<file path="config.mk">
export PLATFORM = sky130hd
export DESIGN_NAME = fsm_lab
export DESIGN_NICKNAME = d
export VERILOG_FILES = /design/src/hw/fsm_lab_pkg.sv /design/src/hw/sync_and_debounce.sv /design/src/hw/strobe_gen.sv /design/src/hw/bit_stream_stats.sv /design/src/hw/moore_101_detector.sv /design/src/hw/mealy_101_detector.sv /design/src/hw/seven_segment_scan.sv /design/src/hw/fsm_lab.sv
export VERILOG_INCLUDE_DIRS = /design/src /design/src/hw
export SDC_FILE = /design/constraint.sdc
export NUM_CORES = 1
export LEC_CHECK = 0
export ABC_CLOCK_PERIOD_IN_PS = 2600
export BUFFER_PORTS_ARGS = -buffer_cell sky130_fd_sc_hd__buf_2
export CORE_UTILIZATION = 26
export CTS_CLUSTER_SIZE = 14
export DETAILED_ROUTE_END_ITERATION = 10
export GPL_TIMING_DRIVEN = 0
export SLEW_MARGIN = 30
export SYNTH_ARGS = -nofsm -noshare
export SYNTH_HDL_FRONTEND = slang
export SYNTH_SLANG_ARGS = --single-unit
</file>
<file path="constraint.sdc">
create_clock -name clk -period 2.6 [get_ports clk]
set_input_delay 0.39 -clock clk [delete_from_list [all_inputs] [get_ports clk]]
set_output_delay 0.39 -clock clk [all_outputs]
set_load 0.1 [all_outputs]
</file>
<file path="src/hw/fsm_lab_cfg.svh">
`ifndef FSM_LAB_CFG_SVH
`define FSM_LAB_CFG_SVH

// Stable-time counter width of the key and switch filters.
`define FSM_LAB_DEBOUNCE_DEPTH 8

// Timer widths, a strobe every 2**W cycles.
`define FSM_LAB_SHIFT_STROBE_W 23
`define FSM_LAB_SEG_STROBE_W   10

// Bit-stream shift register, one bit per LED.
`define FSM_LAB_SHIFT_LEN 12

// Length of the 1-0-1 pattern the detectors look for.
`define FSM_LAB_PATTERN_LEN 3

`endif

</file>
<file path="src/hw/fsm_lab_pkg.sv">
`include "fsm_lab_cfg.svh"

package fsm_lab_pkg;

    typedef logic [3:0]                    key_t;           // Debounced keys.
    typedef logic [7:0]                    sw_t;            // Debounced switches and dot mask.
    typedef logic [`FSM_LAB_SHIFT_LEN-1:0] shift_t;
    typedef logic [15:0]                   strobe_count_t;
    typedef logic [7:0]                    event_count_t;

    // Moore detector, one state per pattern prefix plus the full match.
    typedef enum logic [$clog2(`FSM_LAB_PATTERN_LEN + 1)-1:0] {
        MOORE_IDLE,
        MOORE_GOT_1,
        MOORE_GOT_10,
        MOORE_GOT_101
    } moore_state_t;

    // Mealy detector needs no match state.
    typedef enum logic [$clog2(`FSM_LAB_PATTERN_LEN)-1:0] {
        MEALY_IDLE,
        MEALY_GOT_1,
        MEALY_GOT_10
    } mealy_state_t;

    // Laid out as shown, strobes on the left four digits.
    typedef struct packed {
        strobe_count_t strobes;
        event_count_t  moore_hits;
        event_count_t  mealy_hits;
    } stream_counts_t;

    // Board segment drive, all active low.
    typedef struct packed {
        logic [6:0] abcdefg;
        logic       dot;
    } seg_drive_t;

endpackage

</file>
<file path="src/hw/sync_and_debounce.sv">
`timescale 1ns/1ps
`include "fsm_lab_cfg.svh"

module sync_and_debounce #(
    parameter int W     = 1,
    parameter int DEPTH = `FSM_LAB_DEBOUNCE_DEPTH
) (
    input  logic         i_clk,
    input  logic         i_reset,
    input  logic [W-1:0] i_raw,
    output logic [W-1:0] o_clean
);

    logic [W-1:0]     meta_q;        // First synchronizer stage.
    logic [W-1:0]     sync_q;        // Safe to use from here on.
    logic [DEPTH-1:0] stable_cnt_q;
    logic             saturated;

    assign saturated = &stable_cnt_q;

    always_ff @(posedge i_clk) begin
        if (i_reset) begin
            meta_q <= '0;
            sync_q <= '0;
        end else begin
            meta_q <= i_raw;
            sync_q <= meta_q;
        end
    end

    // One counter for the whole vector.
    // Any bit that differs from the output keeps it running.
    always_ff @(posedge i_clk) begin
        if (i_reset) begin
            stable_cnt_q <= '0;
            o_clean      <= '0;
        end else if (sync_q == o_clean) begin
            stable_cnt_q <= '0;          // Nothing pending.
        end else if (saturated) begin
            stable_cnt_q <= '0;
            o_clean      <= sync_q;      // Held long enough.
        end else begin
            stable_cnt_q <= stable_cnt_q + 1'b1;
        end
    end

    // A change on the output needs a full stable window before it.
    assert property (@(posedge i_clk) disable iff (i_reset)
        o_clean != $past(o_clean) |-> $past(saturated));

endmodule

</file>
<file path="src/hw/strobe_gen.sv">
`timescale 1ns/1ps
`include "fsm_lab_cfg.svh"

module strobe_gen #(
    parameter int W = `FSM_LAB_SHIFT_STROBE_W
) (
    input  logic i_clk,
    input  logic i_reset,
    output logic o_strobe
);

    logic [W-1:0] count_q;

    always_ff @(posedge i_clk) begin
        if (i_reset) begin
            count_q  <= '0;
            o_strobe <= 1'b0;
        end else begin
            count_q  <= count_q + 1'b1;
            // Set one step early so the strobe lines up with all ones.
            o_strobe <= (count_q == {{(W - 1){1'b1}}, 1'b0});
        end
    end

    // Consumers act once per strobe, so it must stay one cycle wide.
    assert property (@(posedge i_clk) disable iff (i_reset)
        o_strobe |=> !o_strobe);

endmodule

</file>
<file path="src/hw/bit_stream_stats.sv">
`timescale 1ns/1ps
`include "fsm_lab_cfg.svh"

module bit_stream_stats (
    input  logic                        i_clk,
    input  logic                        i_reset,
    input  logic                        i_shift_strobe,
    input  logic                        i_key_bit,
    input  logic                        i_moore_y,
    input  logic                        i_mealy_y,
    output fsm_lab_pkg::shift_t         o_led,
    output logic                        o_oldest_bit,
    output fsm_lab_pkg::stream_counts_t o_counts
);

    fsm_lab_pkg::shift_t         shift_q;
    fsm_lab_pkg::stream_counts_t counts_q;

    // New samples enter at the top and age toward bit 0.
    always_ff @(posedge i_clk) begin
        if (i_reset) begin
            shift_q <= '0;
        end else if (i_shift_strobe) begin
            shift_q <= {i_key_bit, shift_q[`FSM_LAB_SHIFT_LEN-1:1]};
        end
    end

    // Wrapping counters, all sampled on the same strobe.
    always_ff @(posedge i_clk) begin
        if (i_reset) begin
            counts_q <= '0;
        end else if (i_shift_strobe) begin
            counts_q.strobes <= counts_q.strobes + 1'b1;
            if (i_moore_y) begin
                counts_q.moore_hits <= counts_q.moore_hits + 1'b1;
            end
            if (i_mealy_y) begin
                counts_q.mealy_hits <= counts_q.mealy_hits + 1'b1;
            end
        end
    end

    assign o_led        = shift_q;
    assign o_oldest_bit = shift_q[0];    // Sample from twelve strobes ago.
    assign o_counts     = counts_q;

endmodule

</file>
<file path="src/hw/moore_101_detector.sv">
`timescale 1ns/1ps

module moore_101_detector (
    input  logic i_clk,
    input  logic i_reset,
    input  logic i_strobe,
    input  logic i_bit,
    output logic o_match
);

    fsm_lab_pkg::moore_state_t state_q;
    fsm_lab_pkg::moore_state_t state_d;

    always_comb begin
        state_d = state_q;
        case (state_q)
            fsm_lab_pkg::MOORE_IDLE: begin
                if (i_bit) state_d = fsm_lab_pkg::MOORE_GOT_1;
            end
            fsm_lab_pkg::MOORE_GOT_1: begin
                if (!i_bit) state_d = fsm_lab_pkg::MOORE_GOT_10;
            end
            fsm_lab_pkg::MOORE_GOT_10: begin
                state_d = i_bit ? fsm_lab_pkg::MOORE_GOT_101 : fsm_lab_pkg::MOORE_IDLE;
            end
            fsm_lab_pkg::MOORE_GOT_101: begin
                // Trailing 1 of the match starts the next one.
                state_d = i_bit ? fsm_lab_pkg::MOORE_GOT_1 : fsm_lab_pkg::MOORE_GOT_10;
            end
            default: state_d = fsm_lab_pkg::MOORE_IDLE;
        endcase
    end

    always_ff @(posedge i_clk) begin
        if (i_reset) begin
            state_q <= fsm_lab_pkg::MOORE_IDLE;
        end else if (i_strobe) begin
            state_q <= state_d;
        end
    end

    // Held for the whole strobe period after the match.
    assign o_match = (state_q == fsm_lab_pkg::MOORE_GOT_101);

    // A match never outlasts the strobe that follows it.
    assert property (@(posedge i_clk) disable iff (i_reset)
        (o_match && i_strobe) |=> !o_match);

endmodule

</file>
<file path="src/hw/mealy_101_detector.sv">
`timescale 1ns/1ps

module mealy_101_detector (
    input  logic i_clk,
    input  logic i_reset,
    input  logic i_strobe,
    input  logic i_bit,
    output logic o_match
);

    fsm_lab_pkg::mealy_state_t state_q;
    fsm_lab_pkg::mealy_state_t state_d;

    always_comb begin
        state_d = state_q;
        case (state_q)
            fsm_lab_pkg::MEALY_IDLE: begin
                if (i_bit) state_d = fsm_lab_pkg::MEALY_GOT_1;
            end
            fsm_lab_pkg::MEALY_GOT_1: begin
                if (!i_bit) state_d = fsm_lab_pkg::MEALY_GOT_10;
            end
            fsm_lab_pkg::MEALY_GOT_10: begin
                // On a match the last 1 already counts as a new prefix.
                state_d = i_bit ? fsm_lab_pkg::MEALY_GOT_1 : fsm_lab_pkg::MEALY_IDLE;
            end
            default: state_d = fsm_lab_pkg::MEALY_IDLE;
        endcase
    end

    always_ff @(posedge i_clk) begin
        if (i_reset) begin
            state_q <= fsm_lab_pkg::MEALY_IDLE;
        end else if (i_strobe) begin
            state_q <= state_d;
        end
    end

    // Only valid in the strobe cycle that completes the pattern.
    assign o_match = i_strobe && i_bit && (state_q == fsm_lab_pkg::MEALY_GOT_10);

    // Overlapping matches need the trailing 1 kept as a prefix.
    assert property (@(posedge i_clk) disable iff (i_reset)
        o_match |=> (state_q == fsm_lab_pkg::MEALY_GOT_1));

endmodule

</file>
<file path="src/hw/seven_segment_scan.sv">
`timescale 1ns/1ps

module seven_segment_scan (
    input  logic                        i_clk,
    input  logic                        i_reset,
    input  logic                        i_scan_strobe,
    input  fsm_lab_pkg::stream_counts_t i_value,
    input  fsm_lab_pkg::sw_t            i_dots,
    output fsm_lab_pkg::seg_drive_t     o_seg,
    output logic [7:0]                  o_digit
);

    logic [2:0]  index_q;     // Digit being driven.
    logic [31:0] value_bits;
    logic [3:0]  nibble;

    // Segments a to g, lit bits high.
    function automatic logic [6:0] hex_segments(input logic [3:0] hex);
        case (hex)
            4'h0:    return 7'b1111110;
            4'h1:    return 7'b0110000;
            4'h2:    return 7'b1101101;
            4'h3:    return 7'b1111001;
            4'h4:    return 7'b0110011;
            4'h5:    return 7'b1011011;
            4'h6:    return 7'b1011111;
            4'h7:    return 7'b1110000;
            4'h8:    return 7'b1111111;
            4'h9:    return 7'b1111011;
            4'ha:    return 7'b1110111;
            4'hb:    return 7'b0011111;
            4'hc:    return 7'b1001110;
            4'hd:    return 7'b0111101;
            4'he:    return 7'b1001111;
            default: return 7'b1000111;    // F.
        endcase
    endfunction

    assign value_bits = i_value;
    assign nibble     = value_bits[{index_q, 2'b00} +: 4];

    always_ff @(posedge i_clk) begin
        if (i_reset) begin
            index_q <= '0;
        end else if (i_scan_strobe) begin
            index_q <= index_q + 1'b1;    // Wraps after digit 7.
        end
    end

    // Outputs follow the index one cycle later.
    always_ff @(posedge i_clk) begin
        if (i_reset) begin
            o_seg.abcdefg <= '1;          // Blank.
            o_seg.dot     <= 1'b1;
            o_digit       <= 8'hfe;
        end else begin
            o_seg.abcdefg <= ~hex_segments(nibble);
            o_seg.dot     <= ~i_dots[index_q];
            o_digit       <= ~(8'h01 << index_q);
        end
    end

    // Two anodes low at once would show one digit on both.
    assert property (@(posedge i_clk) disable iff (i_reset)
        $onehot(~o_digit));

endmodule

</file>
<file path="src/hw/fsm_lab.sv">
`timescale 1ns/1ps
`include "fsm_lab_cfg.svh"

module fsm_lab #(
    parameter int DEBOUNCE_DEPTH = `FSM_LAB_DEBOUNCE_DEPTH,
    parameter int SHIFT_STROBE_W = `FSM_LAB_SHIFT_STROBE_W,
    parameter int SEG_STROBE_W   = `FSM_LAB_SEG_STROBE_W
) (
    input  logic                    clk,
    input  logic                    i_reset,
    input  fsm_lab_pkg::key_t       i_key,
    input  fsm_lab_pkg::sw_t        i_sw,
    output fsm_lab_pkg::shift_t     o_led,
    output fsm_lab_pkg::seg_drive_t o_seg,
    output logic [7:0]              o_digit
);

    fsm_lab_pkg::key_t           key_db;
    fsm_lab_pkg::sw_t            sw_db;
    logic                        shift_strobe;
    logic                        scan_strobe;
    logic                        oldest_bit;
    logic                        moore_y;
    logic                        mealy_y;
    fsm_lab_pkg::stream_counts_t counts;

    sync_and_debounce #(.W($bits(fsm_lab_pkg::key_t)), .DEPTH(DEBOUNCE_DEPTH)) key_db_inst (
        .i_clk   (clk),
        .i_reset (i_reset),
        .i_raw   (i_key),
        .o_clean (key_db)
    );

    sync_and_debounce #(.W($bits(fsm_lab_pkg::sw_t)), .DEPTH(DEBOUNCE_DEPTH)) sw_db_inst (
        .i_clk   (clk),
        .i_reset (i_reset),
        .i_raw   (i_sw),
        .o_clean (sw_db)
    );

    strobe_gen #(.W(SHIFT_STROBE_W)) shift_strobe_inst (
        .i_clk    (clk),
        .i_reset  (i_reset),
        .o_strobe (shift_strobe)
    );

    // Key 1 is the bit source.
    bit_stream_stats stats_inst (
        .i_clk          (clk),
        .i_reset        (i_reset),
        .i_shift_strobe (shift_strobe),
        .i_key_bit      (key_db[1]),
        .i_moore_y      (moore_y),
        .i_mealy_y      (mealy_y),
        .o_led          (o_led),
        .o_oldest_bit   (oldest_bit),
        .o_counts       (counts)
    );

    moore_101_detector moore_inst (
        .i_clk    (clk),
        .i_reset  (i_reset),
        .i_strobe (shift_strobe),
        .i_bit    (oldest_bit),
        .o_match  (moore_y)
    );

    mealy_101_detector mealy_inst (
        .i_clk    (clk),
        .i_reset  (i_reset),
        .i_strobe (shift_strobe),
        .i_bit    (oldest_bit),
        .o_match  (mealy_y)
    );

    strobe_gen #(.W(SEG_STROBE_W)) scan_strobe_inst (
        .i_clk    (clk),
        .i_reset  (i_reset),
        .o_strobe (scan_strobe)
    );

    seven_segment_scan scan_inst (
        .i_clk         (clk),
        .i_reset       (i_reset),
        .i_scan_strobe (scan_strobe),
        .i_value       (counts),
        .i_dots        (sw_db),      // Switches light the dots.
        .o_seg         (o_seg),
        .o_digit       (o_digit)
    );

endmodule

</file>
==> summary.txt <==
Setup bufs post-CTS -> 0
Worst hold endpoint -> sw_db_inst.meta_q[7]
Synth Flop Type -> dfxtp_1
Final wirelength -> 12640 um
CP Class -> flip-flop to flip-flop
Mapped Area -> 0.006386 mm^2
Final hold vios -> 0
Final worst setup slack -> 243.5 ps
Post-route insts no fill -> 1044
Vias per cell -> 4.286
First-pass DRT Iterations -> 4
Worst-Skew Late Latency -> 420 ps
R2r setup slk -> 240 ps
Pwr Density -> 656.7 mW/mm^2
Synthesized instance count -> 654
FF+latch count, synth -> 154
Setup TNS -> 0 ps
Post-placement cell count -> 1013
Slowest CP cell -> mux4_2
# hold bufs at CTS -> 0
CTS tree -> yes
Die width -> 158.7 um
Reg2reg start -> scan_inst.index_q[0]
Syn_area_per_cell -> 9.765 um^2
Register area share after synthesis -> 48.28%
Post-CTS sizing -> 0
Initial antenna violation count -> 0
Via Count -> 4475
Fin. max-slew vios -> 0
Final net count -> 748
Layout area overhead -> 18.36%
Worst slew pin tran -> 809.3 ps
Initial drt markers -> 263
Routability congestion estimate -> 0.7660
Status -> completed
Setup violations, final -> 0
Initial cell density of the core -> 26.89%
Depth of the most critical reg-to-reg path -> 9
Die height -> 158.7 um
Worst min-delay path class -> primary input to flip-flop
Max-Slew Margin vs Limit -> 46.05%
Die area -> 0.02519 mm^2
Critical path arrival -> 2660 ps
Worst Skew -> 5.480 ps
Largest net degree at the start of global routing -> 17
Crit path launch type -> flip-flop
Period Utilization, post-route -> 90.64%
Total clock sinks -> 154
Clock Tree Buf Depth -> 2
Final Critical Period -> 2357 ps
Grt total ovfl -> 0
Post-Place Worst Slack -> 250.7 ps
Total nets after synthesis -> 689
DR WL/cell -> 12.11 um
Peak supply drop -> 0.4680 mV
Yosys warnings -> 0
Post-synth EDFFs -> 0
Antenna cells -> 0
I/O pin count -> 42
Row count -> 56
Crit-path max cell delay -> 540 ps
Max Freq -> 424.4 MHz
RSZ-0062 raised after global routing -> no
CORE AREA -> 0.02375 mm^2
Hold_sp -> i_sw[7]
Crit path cell chain -> buf_6 -> buf_6 -> mux4_2 -> nand2_1 -> nand2_1 -> ha_1 -> inv_1 -> mux2i_1 -> a221o_1
CTS Buf Count -> 17
First-pass GRT wire length -> 21530 um
R2r endpoint -> scan_inst.o_seg[1]
Number of global-route vias before repair -> 4313
CP max FO -> 10
Hold Path Stages -> 2
Unique cell type count in the Yosys netlist -> 41
P_leak -> 2.905 nW
Clock-pin slew on the worst setup and hold paths -> 60 ps
Clk root buf -> clkbuf_16
Port-buffer cells -> 40
Gr usage total -> 10.63%
CP required -> 2900 ps
Hold WS -> 174.4 ps
CP Capture Type -> flip-flop
DRT antenna net count -> 0
DPL Wire Length -> 8994 um
Maximum capacitance violations -> 0
Share of cells above drive strength 1 -> 13.24%
H-tree lvl count -> 4
DRC -> 0
Ys async rst share -> 0%
-- cell usage after synthesis (2+ instances only) --
library cell	number	area share, %
mux2i_4	2	0.71
clkbuf_1	17	1.0
nor3b_1	2	0.24
nor3_1	11	0.86
xor2_1	42	5.8
buf_6	4	0.71
and2_1	2	0.20
xnor2_1	34	4.7
or3_1	8	0.78
nor2_2	2	0.20
nor2b_1	26	2.5
nor4_1	2	0.20
nand3_1	28	2.2
nand4_1	18	1.8
a22oi_1	2	0.24
and3_1	16	1.6
and4_1	8	1.1
nand2_1	37	2.2
mux2i_1	39	6.1
buf_1	3	0.18
a21oi_1	11	0.86
nor2_1	111	6.5
mux4_2	8	2.8
o21ai_0	9	0.71
buf_2	4	0.31
inv_1	18	1.1
a221o_1	3	0.47
ha_1	21	4.1
dfxtp_1	154	48
-- worst max-delay path, delay by kind of cell (launching register included) --
kind | cells | cell delay [ps]
buffers and inverters | 3 | 430
AOI/OAI and AO/OA | 1 | 310
muxes | 2 | 610
and+or+nand+nor | 2 | 260
DFF | 1 | 380
adders and majority gates | 1 | 240
-- power by group --
part           leakage [nW]  switching [W]  internal (W)
Combinational          1.38       0.000114     0.0000475
Clock                 0.273       0.000973       0.00141
Sequential             1.25      0.0000217       0.00240
Total                  2.90        0.00111       0.00385
-- per-stage QoR --
step | utilization, % | total power [W] | instance area [um^2]
6_report | 31.82 | 0.004964 | 7559
5_1_grt | 31.82 | 0.005136 | 7559
4_1_cts | 31.82 | 0.005018 | 7559
3_5_place_dp | 29.41 | 0.002634 | 6985
3_3_place_gp | 29.41 | 0.002633 | 6985
2_1_floorplan | - | 0.002585 | 6386
-- layer usage --
layer	vias up	GRT usage [%]	part of all wire, %
li1	2322	-	-
met3	9	3.135	3.3
met1	2088	14.45	52
met5	-	0	0
met4	0	4.192	1.2
met2	56	15.61	43
-- cells in the final DEF (no fill, tap or decap), types with 2 or more instances in the layout --
master,Yosys,final
a21oi_1,11,11
a221o_1,3,3
a22oi_1,2,2
and2_1,2,2
and3_1,16,16
and4_1,8,8
buf_1,3,3
buf_2,4,44
buf_6,4,4
clkbuf_1,17,17
clkbuf_16,0,17
clkbuf_8,0,4
clkinv_2,0,3
clkinvlp_4,0,4
dfxtp_1,154,154
ha_1,21,21
inv_1,18,18
mux2i_1,39,39
mux2i_4,2,2
mux4_2,8,8
nand2_1,37,37
nand3_1,28,28
nand4_1,18,18
nor2_1,111,111
nor2_2,2,2
nor2b_1,26,26
nor3_1,11,11
nor3b_1,2,2
nor4_1,2,2
o21ai_0,9,9
or3_1,8,8
xnor2_1,34,34
xor2_1,42,42
-- area by class of cell --
| cell class | count | area, um^2 |
|---|---|---|
| Sequential cell | 154 | 3083 |
| Inverter | 19 | 71.32 |
| Tap cell | 319 | 399.1 |
| Multi-Input combinational cell | 452 | 3084 |
| Clock inverter | 10 | 92.59 |
| Clock buffer | 21 | 480.5 |
| Fill cell | 2436 | 16190 |
| Buffer | 29 | 147.6 |
| Timing Repair Buffer | 40 | 200.2 |
-- registers in the layout, indices dropped and copies added, names as in the netlist --
| signal | cells |
|---|---|
| moore_inst.state_q | 2 |
| scan_inst.o_seg | 8 |
| shift_strobe_inst.count_q | 23 |
| sw_db_inst.o_clean | 8 |
| stats_inst.o_counts | 32 |
| scan_strobe_inst.o_strobe | 1 |
| key_db_inst.stable_cnt_q | 8 |
| sw_db_inst.stable_cnt_q | 8 |
| scan_inst.index_q | 3 |
| scan_inst.o_digit | 8 |
| stats_inst.o_led | 12 |
| shift_strobe_inst.o_strobe | 1 |
| key_db_inst.meta_q | 4 |
| mealy_inst.state_q | 2 |
| key_db_inst.o_clean | 4 |
| scan_strobe_inst.count_q | 10 |
| sw_db_inst.meta_q | 8 |
| key_db_inst.sync_q | 4 |
| sw_db_inst.sync_q | 8 |
-- kinds of logic (layout without fill, tap and decap cells) --
family,count (synthesis),in the layout,share of synthesized area [%]
simple gates,274,274,20.79
flops,154,154,48.28
xor+xnor,76,76,10.42
mux,49,49,9.639
buf+inv,48,119,3.429
compound gates,32,32,3.331
fa+ha+maj,21,21,4.114
-- worst max path at each step --
stage	startpoint	to
final	scan_inst.index_q[0]	scan_inst.o_seg[1]
after global routing	scan_inst.index_q[0]	scan_inst.o_seg[4]
after CTS	scan_inst.index_q[0]	scan_inst.o_seg[2]
after global placement	scan_inst.index_q[0]	scan_inst.o_seg[4]
after floorplan	scan_inst.index_q[0]	scan_inst.o_seg[1]
after detailed placement	scan_inst.index_q[0]	scan_inst.o_seg[2]
Power figures use the tool's default switching activity.
